==> src/include/radio_defines.svh <==
`ifndef RADIO_DEFINES_SVH
`define RADIO_DEFINES_SVH

//////////////////////////////////////////////////////////////////////
// sample word and settings bus widths
//////////////////////////////////////////////////////////////////////
`define RADIO_SMP_W            32      // {i[31:16], q[15:0]}
`define RADIO_SET_ADDR_W       8
`define RADIO_SET_DATA_W       32

//////////////////////////////////////////////////////////////////////
// settings register map
//////////////////////////////////////////////////////////////////////
`define RADIO_SR_FE_OP         8'd0    // front-end op, data[1:0]
`define RADIO_SR_PKT_LEN       8'd1    // samples per packet, data[7:0]
`define RADIO_SR_CLEAR         8'd2    // any write clears overflow

// reset values and buffer sizing
`define RADIO_PKT_LEN_DEFAULT  8'd4
`define RADIO_FIFO_DEPTH_LOG2  3       // 8 words

`endif

==> src/design/radio_pkg.sv <==
`include "radio_defines.svh"

package radio_pkg;

   // front-end operation applied to every accepted sample
   typedef enum logic [1:0] {
      FE_PASS    = 2'd0,   // unchanged
      FE_SWAP_IQ = 2'd1,   // i and q exchanged
      FE_CONJ    = 2'd2,   // q negated, wraps at 16 bits
      FE_MUTE    = 2'd3    // all zero
   } fe_op_e;

   // output port sequencer
   typedef enum logic [1:0] {
      OUT_IDLE      = 2'd0,   // waiting on the buffer
      OUT_TAKE      = 2'd1,   // word latched, buffer acked
      OUT_SEND      = 2'd2,   // o_smp_req up
      OUT_WAIT_DROP = 2'd3    // waiting for outside ack to fall
   } out_state_e;

   // one buffered sample plus its end of packet marker
   typedef struct packed {
      logic                    last;
      logic [`RADIO_SMP_W-1:0] data;
   } smp_word_t;

endpackage

==> src/design/smp_if.sv <==
`include "radio_defines.svh"

// four-phase sample link
// req up with data/last stable, ack up, req down, ack down
interface smp_if;

   logic                    req;    // sender
   logic                    ack;    // receiver
   logic [`RADIO_SMP_W-1:0] data;   // {i, q}
   logic                    last;   // final sample of a packet

   modport producer (
      output req,
      output data,
      output last,
      input  ack
   );

   modport consumer (
      input  req,
      input  data,
      input  last,
      output ack
   );

endinterface

==> src/design/rx_frontend.sv <==
`include "radio_defines.svh"

module rx_frontend
   import radio_pkg::*;
(
   input  logic                         i_clk,        // radio_clk
   input  logic                         i_rst_n,
   input  logic [`RADIO_SMP_W-1:0]      i_rx_data,    // adc word {i, q}
   input  logic                         i_rx_stb,     // one sample per strobe
   input  logic                         i_set_stb,
   input  logic [`RADIO_SET_ADDR_W-1:0] i_set_addr,
   input  logic [`RADIO_SET_DATA_W-1:0] i_set_data,
   output logic                         o_overflow,   // sticky
   smp_if.producer                      o_smp
);

   localparam int HALF_W = `RADIO_SMP_W / 2;

   //////////////////////////////////////////////////////////////////////
   // settings decode
   //////////////////////////////////////////////////////////////////////
   fe_op_e     fe_op;
   logic [7:0] pkt_len;
   logic       set_op;
   logic       set_len;
   logic       set_clr;

   assign set_op  = i_set_stb && (i_set_addr == `RADIO_SR_FE_OP);
   assign set_len = i_set_stb && (i_set_addr == `RADIO_SR_PKT_LEN);
   assign set_clr = i_set_stb && (i_set_addr == `RADIO_SR_CLEAR);

   // new values apply to strobes from the next cycle on
   always_ff @(posedge i_clk) begin
      if (!i_rst_n) begin
         fe_op   <= FE_PASS;
         pkt_len <= `RADIO_PKT_LEN_DEFAULT;
      end else begin
         if (set_op)
            fe_op <= fe_op_e'(i_set_data[1:0]);
         if (set_len)
            pkt_len <= i_set_data[7:0];
      end
   end

   // per-sample operation
   function automatic logic [`RADIO_SMP_W-1:0] fe_apply(
      input fe_op_e                  op,
      input logic [`RADIO_SMP_W-1:0] smp
   );
      logic [HALF_W-1:0] iv;
      logic [HALF_W-1:0] qv;
      iv = smp[`RADIO_SMP_W-1:HALF_W];
      qv = smp[HALF_W-1:0];
      case (op)
         FE_SWAP_IQ: fe_apply = {qv, iv};
         FE_CONJ:    fe_apply = {iv, -qv};   // 0x8000 stays 0x8000
         FE_MUTE:    fe_apply = '0;
         default:    fe_apply = smp;         // pass
      endcase
   endfunction

   //////////////////////////////////////////////////////////////////////
   // holding word and packet count
   //////////////////////////////////////////////////////////////////////
   logic                    hold_full;     // word waiting for the buffer
   logic                    req_q;
   logic                    wait_lo;       // req dropped, ack still up
   logic [`RADIO_SMP_W-1:0] hold_data;
   logic                    hold_last;
   logic [7:0]              pkt_cnt;
   logic [7:0]              cnt_nxt;
   logic                    accept;
   logic                    drop;
   logic                    is_last;

   assign accept  = i_rx_stb && !hold_full;
   assign drop    = i_rx_stb && hold_full;   // radio is never stalled
   assign cnt_nxt = pkt_cnt + 8'd1;
   assign is_last = (cnt_nxt >= pkt_len);

   // only accepted samples count
   always_ff @(posedge i_clk) begin
      if (!i_rst_n)
         pkt_cnt <= '0;
      else if (set_len)
         pkt_cnt <= '0;                       // new length restarts the packet
      else if (accept)
         pkt_cnt <= is_last ? 8'd0 : cnt_nxt;
   end

   always_ff @(posedge i_clk) begin
      if (accept) begin
         hold_data <= fe_apply(fe_op, i_rx_data);
         hold_last <= is_last;
      end
   end

   // four-phase sender, one step per cycle
   always_ff @(posedge i_clk) begin
      if (!i_rst_n) begin
         hold_full <= 1'b0;
         req_q     <= 1'b0;
         wait_lo   <= 1'b0;
      end else if (!hold_full) begin
         hold_full <= i_rx_stb;
      end else if (!req_q && !wait_lo && !o_smp.ack) begin
         req_q <= 1'b1;                       // word out, req up
      end else if (req_q && o_smp.ack) begin
         req_q   <= 1'b0;
         wait_lo <= 1'b1;
      end else if (wait_lo && !o_smp.ack) begin
         wait_lo   <= 1'b0;
         hold_full <= 1'b0;                   // cycle complete, free again
      end
   end

   always_ff @(posedge i_clk) begin
      if (!i_rst_n)
         o_overflow <= 1'b0;
      else if (drop)
         o_overflow <= 1'b1;                  // a drop beats a clear
      else if (set_clr)
         o_overflow <= 1'b0;
   end

   assign o_smp.req  = req_q;
   assign o_smp.data = hold_data;
   assign o_smp.last = hold_last;

   // buffer must have answered before req goes away
   a_req_until_ack: assert property (@(posedge i_clk) disable iff (!i_rst_n)
      $fell(o_smp.req) |-> $past(o_smp.ack))
      else $error("rx_frontend req fell without ack");

endmodule

==> src/design/sample_fifo.sv <==
`include "radio_defines.svh"

module sample_fifo
   import radio_pkg::*;
(
   input  logic    i_clk,     // radio_clk
   input  logic    i_rst_n,
   smp_if.consumer i_wr,      // from the front end
   smp_if.producer o_rd       // to the output stage
);

   localparam int             AW       = `RADIO_FIFO_DEPTH_LOG2;
   localparam int             DEPTH    = 2 ** AW;
   localparam logic [AW:0]    FULL_CNT = (AW + 1)'(DEPTH);

   smp_word_t     mem [DEPTH];
   logic [AW-1:0] wptr;
   logic [AW-1:0] rptr;
   logic [AW:0]   count;      // words stored
   logic          full;
   logic          empty;
   logic          push;
   logic          pop;
   logic          wr_ack;
   logic          rd_req;

   assign full  = (count == FULL_CNT);
   assign empty = (count == '0);

   //////////////////////////////////////////////////////////////////////
   // write side
   //////////////////////////////////////////////////////////////////////
   // ack held back while full, that is the only back-pressure
   assign push = i_wr.req && !wr_ack && !full;

   always_ff @(posedge i_clk) begin
      if (!i_rst_n)
         wr_ack <= 1'b0;
      else if (push)
         wr_ack <= 1'b1;
      else if (!i_wr.req)
         wr_ack <= 1'b0;                      // sender let go
   end

   always_ff @(posedge i_clk) begin
      if (push)
         mem[wptr] <= '{last: i_wr.last, data: i_wr.data};
   end

   //////////////////////////////////////////////////////////////////////
   // read side
   //////////////////////////////////////////////////////////////////////
   assign pop = rd_req && o_rd.ack;

   // next req only once the reader's ack is down again
   always_ff @(posedge i_clk) begin
      if (!i_rst_n)
         rd_req <= 1'b0;
      else if (pop)
         rd_req <= 1'b0;
      else if (!rd_req && !empty && !o_rd.ack)
         rd_req <= 1'b1;
   end

   // head word, steady until the pop moves rptr
   assign o_rd.req  = rd_req;
   assign o_rd.data = mem[rptr].data;
   assign o_rd.last = mem[rptr].last;
   assign i_wr.ack  = wr_ack;

   // pointers and fill level
   always_ff @(posedge i_clk) begin
      if (!i_rst_n) begin
         wptr  <= '0;
         rptr  <= '0;
         count <= '0;
      end else begin
         if (push)
            wptr <= wptr + 1'b1;               // wraps at depth
         if (pop)
            rptr <= rptr + 1'b1;
         case ({push, pop})
            2'b10:   count <= count + 1'b1;
            2'b01:   count <= count - 1'b1;
            default: count <= count;           // none or both
         endcase
      end
   end

   // a write handshake never starts on a full buffer
   a_no_push_full: assert property (@(posedge i_clk) disable iff (!i_rst_n)
      $rose(i_wr.ack) |-> ($past(count) != FULL_CNT))
      else $error("sample_fifo push while full");

   // reader only acks a word that is really there
   a_no_pop_empty: assert property (@(posedge i_clk) disable iff (!i_rst_n)
      (o_rd.req && o_rd.ack) |-> !empty)
      else $error("sample_fifo pop while empty");

endmodule

==> src/design/stream_out.sv <==
`include "radio_defines.svh"

module stream_out
   import radio_pkg::*;
(
   input  logic                    i_clk,        // radio_clk
   input  logic                    i_rst_n,
   smp_if.consumer                 i_rd,         // from the buffer
   output logic                    o_smp_req,
   output logic [`RADIO_SMP_W-1:0] o_smp_data,
   output logic                    o_smp_last,
   input  logic                    i_smp_ack     // from outside
);

   out_state_e state;
   logic       rd_ack;

   //////////////////////////////////////////////////////////////////////
   // output sequencer
   //////////////////////////////////////////////////////////////////////
   always_ff @(posedge i_clk) begin
      if (!i_rst_n) begin
         state     <= OUT_IDLE;
         rd_ack    <= 1'b0;
         o_smp_req <= 1'b0;
      end else begin
         case (state)
            OUT_IDLE: begin
               if (i_rd.req) begin
                  rd_ack <= 1'b1;              // word latched below
                  state  <= OUT_TAKE;
               end
            end
            OUT_TAKE: begin
               // buffer finishes its side before we go out
               if (!i_rd.req) begin
                  rd_ack    <= 1'b0;
                  o_smp_req <= 1'b1;
                  state     <= OUT_SEND;
               end
            end
            OUT_SEND: begin
               if (i_smp_ack) begin
                  o_smp_req <= 1'b0;
                  state     <= OUT_WAIT_DROP;
               end
            end
            OUT_WAIT_DROP: begin
               if (!i_smp_ack)
                  state <= OUT_IDLE;           // ready for the next word
            end
            default: state <= OUT_IDLE;
         endcase
      end
   end

   // output word register
   always_ff @(posedge i_clk) begin
      if (state == OUT_IDLE && i_rd.req) begin
         o_smp_data <= i_rd.data;
         o_smp_last <= i_rd.last;
      end
   end

   assign i_rd.ack = rd_ack;

   // outside sees one steady word per req
   a_out_stable: assert property (@(posedge i_clk) disable iff (!i_rst_n)
      (o_smp_req && $past(o_smp_req)) |-> ($stable(o_smp_data) && $stable(o_smp_last)))
      else $error("stream_out word changed under req");

endmodule

==> src/design/radio_rx_core.sv <==
`include "radio_defines.svh"

module radio_rx_core (
   input  logic                         i_clk,        // radio_clk
   input  logic                         i_rst_n,
   // adc side
   input  logic [`RADIO_SMP_W-1:0]      i_rx_data,
   input  logic                         i_rx_stb,
   // settings writes
   input  logic                         i_set_stb,
   input  logic [`RADIO_SET_ADDR_W-1:0] i_set_addr,
   input  logic [`RADIO_SET_DATA_W-1:0] i_set_data,
   // four-phase sample port
   output logic                         o_smp_req,
   output logic [`RADIO_SMP_W-1:0]      o_smp_data,
   output logic                         o_smp_last,
   input  logic                         i_smp_ack,
   output logic                         o_overflow
);

   //////////////////////////////////////////////////////////////////////
   // front end -> buffer -> output port
   //////////////////////////////////////////////////////////////////////
   smp_if fe_to_buf ();
   smp_if buf_to_out ();

   rx_frontend u_rx_frontend (
      .i_clk      (i_clk),
      .i_rst_n    (i_rst_n),
      .i_rx_data  (i_rx_data),
      .i_rx_stb   (i_rx_stb),
      .i_set_stb  (i_set_stb),
      .i_set_addr (i_set_addr),
      .i_set_data (i_set_data),
      .o_overflow (o_overflow),
      .o_smp      (fe_to_buf.producer)
   );

   sample_fifo u_sample_fifo (
      .i_clk   (i_clk),
      .i_rst_n (i_rst_n),
      .i_wr    (fe_to_buf.consumer),
      .o_rd    (buf_to_out.producer)
   );

   stream_out u_stream_out (
      .i_clk      (i_clk),
      .i_rst_n    (i_rst_n),
      .i_rd       (buf_to_out.consumer),
      .o_smp_req  (o_smp_req),
      .o_smp_data (o_smp_data),
      .o_smp_last (o_smp_last),
      .i_smp_ack  (i_smp_ack)
   );

endmodule

==> config.mk <==
export PLATFORM = sky130hd
export DESIGN_NAME = radio_rx_core
export DESIGN_NICKNAME = d
export VERILOG_FILES = /design/src/design/radio_pkg.sv /design/src/design/smp_if.sv /design/src/design/rx_frontend.sv /design/src/design/sample_fifo.sv /design/src/design/stream_out.sv /design/src/design/radio_rx_core.sv
export VERILOG_INCLUDE_DIRS = /design/src /design/src/include
export SDC_FILE = /design/constraint.sdc
export NUM_CORES = 1
export LEC_CHECK = 0
export ABC_AREA = 1
export BUFFER_PORTS_ARGS = -buffer_cell sky130_fd_sc_hd__buf_2
export CORE_MARGIN = 2
export CORE_UTILIZATION = 40
export CTS_CLUSTER_DIAMETER = 80
export DETAILED_ROUTE_END_ITERATION = 8
export SLEW_MARGIN = 20
export SYNTH_ARGS = -nofsm -noshare
export SYNTH_HDL_FRONTEND = slang
export SYNTH_SLANG_ARGS = --single-unit
==> constraint.sdc <==
create_clock -name i_clk -period 4.5 [get_ports i_clk]
set_clock_uncertainty 0.05 [all_clocks]
set_input_delay 0.9 -clock i_clk [delete_from_list [all_inputs] [get_ports i_clk]]
set_output_delay 0.9 -clock i_clk [all_outputs]
set_load 0.03 [all_outputs]
### Word-level counts from Yosys, hierarchy flattened

Memories as Yosys holds them, arrays and structs flattened. A register that Yosys moved wholly into a read port is not among the register bits.
Index checks and enable logic that the tools add are counted.

* word-level logic and storage cells: 110
* memories kept: 1
* RAM bits: 264
* output and inout bits: 35
* input bits: 77
* register bits: 71
* latch bits: 0
* memory bits (read-only): 0

Memories
* u_sample_fifo.mem: depth 8, width 33, rd ports 1, clocked after memory_dff 1, write ports 1, RTL line sample_fifo.sv:16 `smp_word_t mem [DEPTH];`

* equality and inequality tests: 16
* shifts and indexed selects: 0
* reductions and logical operators: 39
* add/subtract/negate cells: 6
* multipliers: 0
* bitwise gates (word level): 2
* order comparisons: 1
* div/mod/pow operators: 0
* muxes and demuxes: 28

Operators by type and width (number)
* case mux 32 bit (3 select lines): 1
* 2-to-1 mux 1 bit: 18
* negator 16 bit: 1
* logical AND 1 bit: 15
* nonzero test 2 bit: 6
* == test 2 bit (second input constant): 5
* AND reduction 3 bit: 3
* adder 8 x 1 -> 8 bit (second input constant): 1
* == test 8 x 1 -> 1 bit (second input constant): 1
* == test 8 x 2 -> 1 bit (second input constant): 1
* >= comparator 8 bit: 1
* zero test 1 bit: 8
* zero test 8 bit: 1
* 2-to-1 mux 2 bit: 4
* 2-to-1 mux 8 bit: 1
* != test 2 bit (second input constant): 4
* case mux 2 bit (4 select lines): 1
* case mux 4 bit (2 select lines): 1
* adder 3 x 1 -> 3 bit (second input constant): 2
* == test 2 x 1 -> 1 bit (second input constant): 3
* adder 4 x 1 -> 4 bit (second input constant): 1
* == test 4 bit (second input constant): 1
* zero test 4 bit: 1
* case mux 1 bit (2 select lines): 2
* 7 further kinds: 9

### Logic depth before layout (Yosys ltp)

Gate-level depths: netlist of run 1.

* depth in word-level cells: 6
* depth in mapped cells: 13
* mapped depth without buffers: 13

### Cells and area by module

From an unflattened synthesis of run 1, not the netlist that was laid out.

* cell total of the unflattened synthesis: 1270
* area, all modules: 15294.7 sq um

By module, submodules not included
* sample_fifo: area each 11028.1 sq um, cells an instance 841, instances 1, sequential area each 8227.9 sq um
* rx_frontend: area each 2987.9 sq um, cells an instance 356, instances 1, sequential area each 1431.4 sq um
* stream_out: area each 1278.7 sq um, cells an instance 73, instances 1, sequential area each 1071.0 sq um

### Worst setup path after synthesis of run 1

OpenSTA, ideal clock, no wires.

* kind: reg-to-reg
* start: register u_sample_fifo.count[0]
* end: memory u_sample_fifo.mem[0][0] (netlist bit) (enable)
* arrival time: 2.356 ns
* period minus slack after synthesis: 2.829 ns
* setup time: 0.423 ns
* stages on the path, launching flop included: 6
* buffers on the path: 0
* required time: 4.027 ns
* slack: 1.671 ns
* cell sequence: dfxtp_1 > inv_1 > nand3_1 > o21ai_2 > or2_2 > nor2_1

* longest elaborated chain between the ends: 5

RTL lines
* start: declaration: RTL line sample_fifo.sv:19 `logic [AW:0] count;`
* start signal: assignment: RTL line sample_fifo.sv:83 `2'b10: count <= count + 1'b1;`
* start signal: assignment: RTL line sample_fifo.sv:84 `2'b01: count <= count - 1'b1;`
* start signal: assignment: RTL line sample_fifo.sv:85 `default: count <= count;`
* == test 4 bit: RTL line sample_fifo.sv:27 `assign full = (count == FULL_CNT);`
* zero test 1 bit: RTL line sample_fifo.sv:34 `assign push = i_wr.req && !wr_ack && !full;`
* logical AND 1 bit: RTL line sample_fifo.sv:34
* 2-to-1 mux 1 bit: RTL line sample_fifo.sv:46 `if (push)`
* 2-to-1 mux 1 bit (not written as such): RTL line sample_fifo.sv:47 `mem[wptr] <= '{last: i_wr.last, data: i_wr.data};`
* end: declaration: RTL line sample_fifo.sv:16

Every way passes these cells.

### Worst setup path in the final report of run 1

* start: register u_sample_fifo.count[1]
* end: memory u_sample_fifo.mem[6][2] (netlist bit) (enable)

The elaborated chain is that of the path after synthesis.

==> results.py, run 1 <==
metrics = {
    "run_status": {
        "status": "completed",
    },
    "placement": {
        "port_buffers": 87,
        "placed_area_um2": 16000,
        "dp_slack_ns": 1.89,
        "gp_congestion": 0.883,
        "dpl.hpwl_mm": 19.7,
    },
    "global_routing": {
        "grt_use_total_pct": 17.0,
        "grtUsageMet1_pct": 23.0,
        "antenna_found_initial": 0,
        "top_usage_layer": "met2",
        "grt_pass1_vias": 9442,
        "grt_max_degree": 77,
        "grt_overflow": 0,
        "use_met2_pct": 28.3,
        "grt_first_pass_wirelength_mm": 51.2,
        "met3_usage_pct": 2.83,
    },
    "clocking": {
        "clock_path_buffers": 3,
        "cts_htree_levels": 2,
        "cts_made_buffers": 39,
        "cts_tree": "done",
        "cts.sinks": 368,
        "post_cts_resized": 0,
        "post-cts-setup-buffer-count": 0,
        "cts_root_buf": "clkbuf_16",
        "postCtsHoldBufs": 0,
        "clkSlewWorstSetupHoldPaths_ns": 0.06,
        "clock_latency_ns": 0.52,
    },
    "detailed_routing": {
        "via_per_inst": 5.12,
        "routed_wl_mm": 32.7,
        "drtIter0Drc": 655,
        "dr_total_vias": 9670,
        "dr.pass1.iters": 5,
        "detail-route-antenna-nets": 0,
        "drc": 0,
        "post_drt_wl_per_cell_um": 17.3,
    },
    "synth": {
        "ys_ff_latch": 368,
        "synth-async-reset-ratio_pct": 0,
        "synth_edf_count": 330,
        "ys_types": 40,
        "synth_flop_cell": "edfxtp_1",
        "synth_warnings": 0,
        "netlist_instances": 1263,
        "ys_seq_area_share_pct": 70.6,
        "syn_nets": 1360,
        "syn_area_per_cell_um2": 12.0,
        "syn_area_um2": 15100,
    },
    "layout": {
        "fin_nets": 1447,
        "final_util_pct": 46.4,
        "fin_area_um2": 17300,
        "layout_commonest_cell": "edfxtp_1",
        "drive_gt1_share_pct": 13.9,
        "diodes": 0,
        "syn2layout_area_growth_pct": 14.7,
        "layout_common_cells": "330 x edfxtp_1, 226 x nor2_1, 198 x nand2_1, 104 x o21ai_0, 87 x buf_2",
    },
    "floorplan": {
        "die_w_um": 198,
        "num_rows": 71,
        "die-height_um": 198,
        "start_util_pct": 40.4,
        "io_pins": 112,
        "die_area_um2": 39400,
        "core_um2": 37400,
    },
    "run": {
        "drv_cap": 0,
    },
    "sta": {
        "final_max_slew_viol_count": 0,
        "layout_setup_ws_ns": 1.88,
        "rsz0062_at_grt": "no",
        "worstMarginPinSlew_ns": 0.930,
        "period_needed_ns": 2.62,
        "setup_viol": 0,
        "max_slew_margin_pct": 37.9,
        "fmax_mhz": 382,
        "period_share_pct": 58.1,
        "finalSetupTns_ns": 0,
        "hold_viol": 0,
    },
    "setup_path": {
        "worstPathCellList": "inv_1, nand3_1, o21ai_2, or2_2, nor2_4, buf_4",
        "max_stage_delay_ns": 0.70,
        "cpMaxStageDelayCell": "nor2_4",
        "crit_fanout": 23,
        "crit_family": "simple AND/OR/NAND/NOR gates",
        "startpoint_type": "flip-flop",
        "critical_path_class": "flip-flop to flip-flop",
        "end_kind": "flip-flop",
        "critPathBufInv": 2,
        "crit_arrival_ns": 2.77,
        "crit_cells": 6,
        "cp_data_required_time_ns": 4.65,
        "rr_worst_depth": 6,
    },
    "hold_path": {
        "min_path_cells": 2,
        "hold_class": "flip-flop to flip-flop",
    },
    "power_and_ir_drop": {
        "vdd_ir_drop_max_mv": 0.231,
        "power_density_nw_per_um2": 466,
        "leakage_nw": 6.24,
    },
}
[Yosys cell counts (3+ instances only)]
library cell / number / area share, %
o32ai_1: 66 / 3.8
nand2_1: 198 / 4.9
buf_6: 15 / 1.1
nor2_2: 11 / 0.46
a31oi_1: 3 / 0.12
xnor2_1: 3 / 0.17
xor2_1: 3 / 0.17
o21ai_0: 104 / 3.4
edfxtp_1: 330 / 66
clkbuf_1: 26 / 0.65
buf_1: 4 / 0.099
a21oi_1: 38 / 1.3
inv_1: 79 / 2.0
dfxtp_1: 38 / 5.0
o22ai_1: 11 / 0.46
nand4_1: 8 / 0.33
o211ai_1: 7 / 0.35
o221ai_1: 3 / 0.17
ha_1: 19 / 1.6
nor3_1: 3 / 0.099
nor2_1: 234 / 5.8
buf_2: 11 / 0.36
nand3_1: 28 / 0.93
[cells by family (layout without fill, tap and decap cells)]
family                   after synthesis  count (layout)  share of synthesized area, %
AO/OA/AOI/OAI                        239             239                          9.99
AND/OR/NAND/NOR                      491             491                          13.0
adder cells (fa/ha/maj)               20              20                          1.71
buffers and inverters                139             255                          4.33
flip-flops                           368             368                          70.6
XOR/XNOR                               6               6                         0.348
[routing by layer]
layer	up-vias	wire [um]
met5	-	0
met4	0	601
met3	46	2030
met2	273	15500
met1	4668	14600
li1	4683	-
[cell type report]
cell class | instances | area (um2)
clock buffers | 49 | 1080
clock inverters | 21 | 223
fillers | 3377 | 20100
inverters | 82 | 310
multi-input cells | 756 | 3850
flip-flops and latches | 368 | 10700
well taps | 511 | 639
repair buffers | 103 | 568
[path summary, 6_finish.rpt]
path / startpoint / endpoint / slack [ns]
setup / recovery: u_sample_fifo.count[1] / u_sample_fifo.mem[6][2] / 1.88
hold / removal: u_rx_frontend.pkt_len[2] / u_rx_frontend.pkt_len[2] / 0.41
setup reg to reg: u_sample_fifo.count[1] / u_sample_fifo.mem[6][2] / 1.88
hold reg to reg: u_rx_frontend.pkt_len[2] / u_rx_frontend.pkt_len[2] / 0.41
[registers in the layout (all words and copies together), names as in the netlist, 2 cells and up]
name                      count
u_sample_fifo.mem           264
u_rx_frontend.o_smp.data     32
u_stream_out.o_smp_data      32
u_rx_frontend.pkt_cnt         8
u_rx_frontend.pkt_len         8
u_sample_fifo.count           4
u_sample_fifo.rptr            3
u_sample_fifo.wptr            3
u_rx_frontend.fe_op           2
u_stream_out.state            2
[stage by stage]
stage,std cells,power (mW),hold WS [ns]
finish,1890,8.08,0.408
global route,1890,8.39,0.444
CTS,1890,8.17,0.409
detailed placement,1820,4.97,0.394
global placement,1820,4.95,0.393
floorplan,1263,4.70,0.379
[power breakdown]
part	internal (mW)	switching (mW)	leakage, nW	total [mW]
logic	0.252	0.573	2.31	0.825
clock network	1.93	1.27	0.619	3.20
registers	3.94	0.125	3.31	4.06
total	6.12	1.96	6.24	8.08
[worst min-delay path, cell delays in order, from the launching register on]
cell	delay, ns
dfxtp_1	0.33
nand2_1	0.05
nand3_1	0.05
(Power assumes the default switching activity.)
==> run 2: changes to the inputs <==
==> constraint.sdc (replaced) <==
create_clock -name i_clk -period 2.6 [get_ports i_clk]
set_clock_uncertainty 0.05 [all_clocks]
set_input_delay 0.52 -clock i_clk [delete_from_list [all_inputs] [get_ports i_clk]]
set_output_delay 0.52 -clock i_clk [all_outputs]
set_load 0.03 [all_outputs]
==> results.py, run 2 (synthesis results as in run 1) <==
metrics = {
    "placement": {
        "gp_congestion": 0.856,
        "dp_cells": 1835,
        "placed_area_um2": 16300,
        "dpl.hpwl_mm": 19.4,
        "dp_slack_ns": 0.420,
        "port_buffers": 87,
    },
    "detailed_routing": {
        "detail-route-antenna-nets": 0,
        "drtIter0Drc": 690,
        "via_per_inst": 5.12,
        "post_drt_wl_per_cell_um": 17.5,
        "dr_total_vias": 9738,
        "routed_wl_mm": 33.4,
        "dr.pass1.iters": 5,
        "drc": 0,
    },
    "clocking": {
        "post-cts-setup-buffer-count": 0,
        "clkSlewWorstSetupHoldPaths_ns": 0.05,
        "postCtsHoldBufs": 0,
        "cts_made_buffers": 39,
        "clock_path_buffers": 3,
        "clock_latency_ns": 0.52,
        "post_cts_resized": 0,
        "cts_root_buf": "clkbuf_16",
        "cts_htree_levels": 2,
        "cts.sinks": 368,
        "cts_tree": "done",
    },
    "floorplan": {
        "core_um2": 37400,
        "die_w_um": 198,
        "die-height_um": 198,
        "io_pins": 112,
        "start_util_pct": 40.4,
        "num_rows": 71,
        "die_area_um2": 39400,
    },
    "run_status": {
        "status": "completed",
    },
    "sta": {
        "finalSetupTns_ns": 0,
        "hold_viol": 0,
        "holdWs_ns": 0.200,
        "rsz0062_at_grt": "no",
        "period_needed_ns": 2.17,
        "setup_viol": 0,
        "layout_setup_ws_ns": 0.433,
        "period_share_pct": 83.3,
        "worstMarginPinSlew_ns": 0.666,
        "final_max_slew_viol_count": 0,
        "fmax_mhz": 462,
        "max_slew_margin_pct": 55.6,
    },
    "layout": {
        "drive_gt1_share_pct": 14.0,
        "top_register": "u_sample_fifo.mem",
        "fin_area_um2": 17500,
        "fin_nets": 1462,
        "fill_cells": 3381,
        "largest_reg_flops": 264,
        "layout_commonest_cell": "edfxtp_1",
        "diodes": 0,
        "instances_no_fill": 1901,
        "layout_common_cells": "330 x edfxtp_1, 226 x nor2_1, 198 x nand2_1, 104 x o21ai_0, 87 x buf_2",
        "final_util_pct": 46.7,
        "syn2layout_area_growth_pct": 15.5,
    },
    "run": {
        "drv_cap": 0,
    },
    "setup_path": {
        "crit_arrival_ns": 2.52,
        "critical_path_class": "flip-flop to flip-flop",
        "r2r_slack_ns": 0.43,
        "startpoint_type": "flip-flop",
        "cp_data_required_time_ns": 2.95,
        "end_kind": "flip-flop",
        "crit_fanout": 8,
    },
    "global_routing": {
        "grt_pass1_vias": 9483,
        "grt_max_degree": 134,
        "grt_use_total_pct": 17.3,
        "antenna_found_initial": 0,
        "grt_overflow": 0,
        "grt_first_pass_wirelength_mm": 52.3,
    },
    "power_and_ir_drop": {
        "vdd_ir_drop_max_mv": 0.396,
        "finalPower_mw": 13.5,
        "power_density_nw_per_um2": 776,
        "leakage_nw": 6.29,
    },
    "hold_path": {
        "hold_class": "primary input to flip-flop",
    },
}
-- run 2: changes by cell type in the layout (fill, tap and decap cells not counted) --
cell,delta
inv_6,-1
clkinv_1,+6
clkbuf_1,+3
clkbuf_8,-2
clkinv_2,-1
bufinv_16,-3
buf_12,+12
clkinvlp_4,-6
buf_4,+3
-- run 2: where the power goes --
| group | switching (mW) | total [mW] | internal (mW) | leakage, nW |
|---|---|---|---|---|
| sequential | 0.173 | 6.99 | 6.81 | 3.31 |
| combinational | 1.05 | 1.52 | 0.469 | 2.41 |
| clock | 2.09 | 5.05 | 2.95 | 0.565 |
| total | 3.31 | 13.5 | 10.2 | 6.29 |
-- run 2: area by class of cell --
cell class              instances  area [um2]  share of cell area, %
clock inverters                16        96.3                  0.552
inverters                      82         310                   1.78
repair buffers                118         831                   4.76
well taps                     511         639                   3.66
clock buffers                  50        1060                   6.07
multi-input cells             756        3850                   22.1
flip-flops and latches        368       10700                   61.1
-- run 2: worst paths after layout --
| check | start | end | depth (start not counted) |
|---|---|---|---|
| worst max-delay path | u_rx_frontend.pkt_cnt[0] | u_rx_frontend.pkt_cnt[0] | 13 |
| worst min-delay path | i_set_data[2] | u_rx_frontend.pkt_len[2] | 3 |
| worst max register to register | u_rx_frontend.pkt_cnt[0] | u_rx_frontend.pkt_cnt[0] | 13 |
| worst min register to register | u_rx_frontend.pkt_len[2] | u_rx_frontend.pkt_len[2] | 2 |
-- run 2: routing by layer --
| layer | wire length (um) | share of wire (%) | track usage, % |
|---|---|---|---|
| met5 | 0 | 0 | 0 |
| met4 | 516 | 1.5 | 4.26 |
| met3 | 2360 | 7.1 | 3.15 |
| met2 | 15800 | 47 | 28.9 |
| met1 | 14700 | 44 | 23.5 |
-- run 2: critical path: stages, from the launching register on --
cell,delay (ns)
dfxtp_1,0.39
ha_1,0.22
nand2_1,0.08
nor2_1,0.13
nand2_1,0.07
nand2_1,0.05
nand2_1,0.07
ha_1,0.28
nand2_1,0.06
nor2_1,0.11
nand2_1,0.19
and2_1,0.22
nand2_1,0.07
a21oi_1,0.07
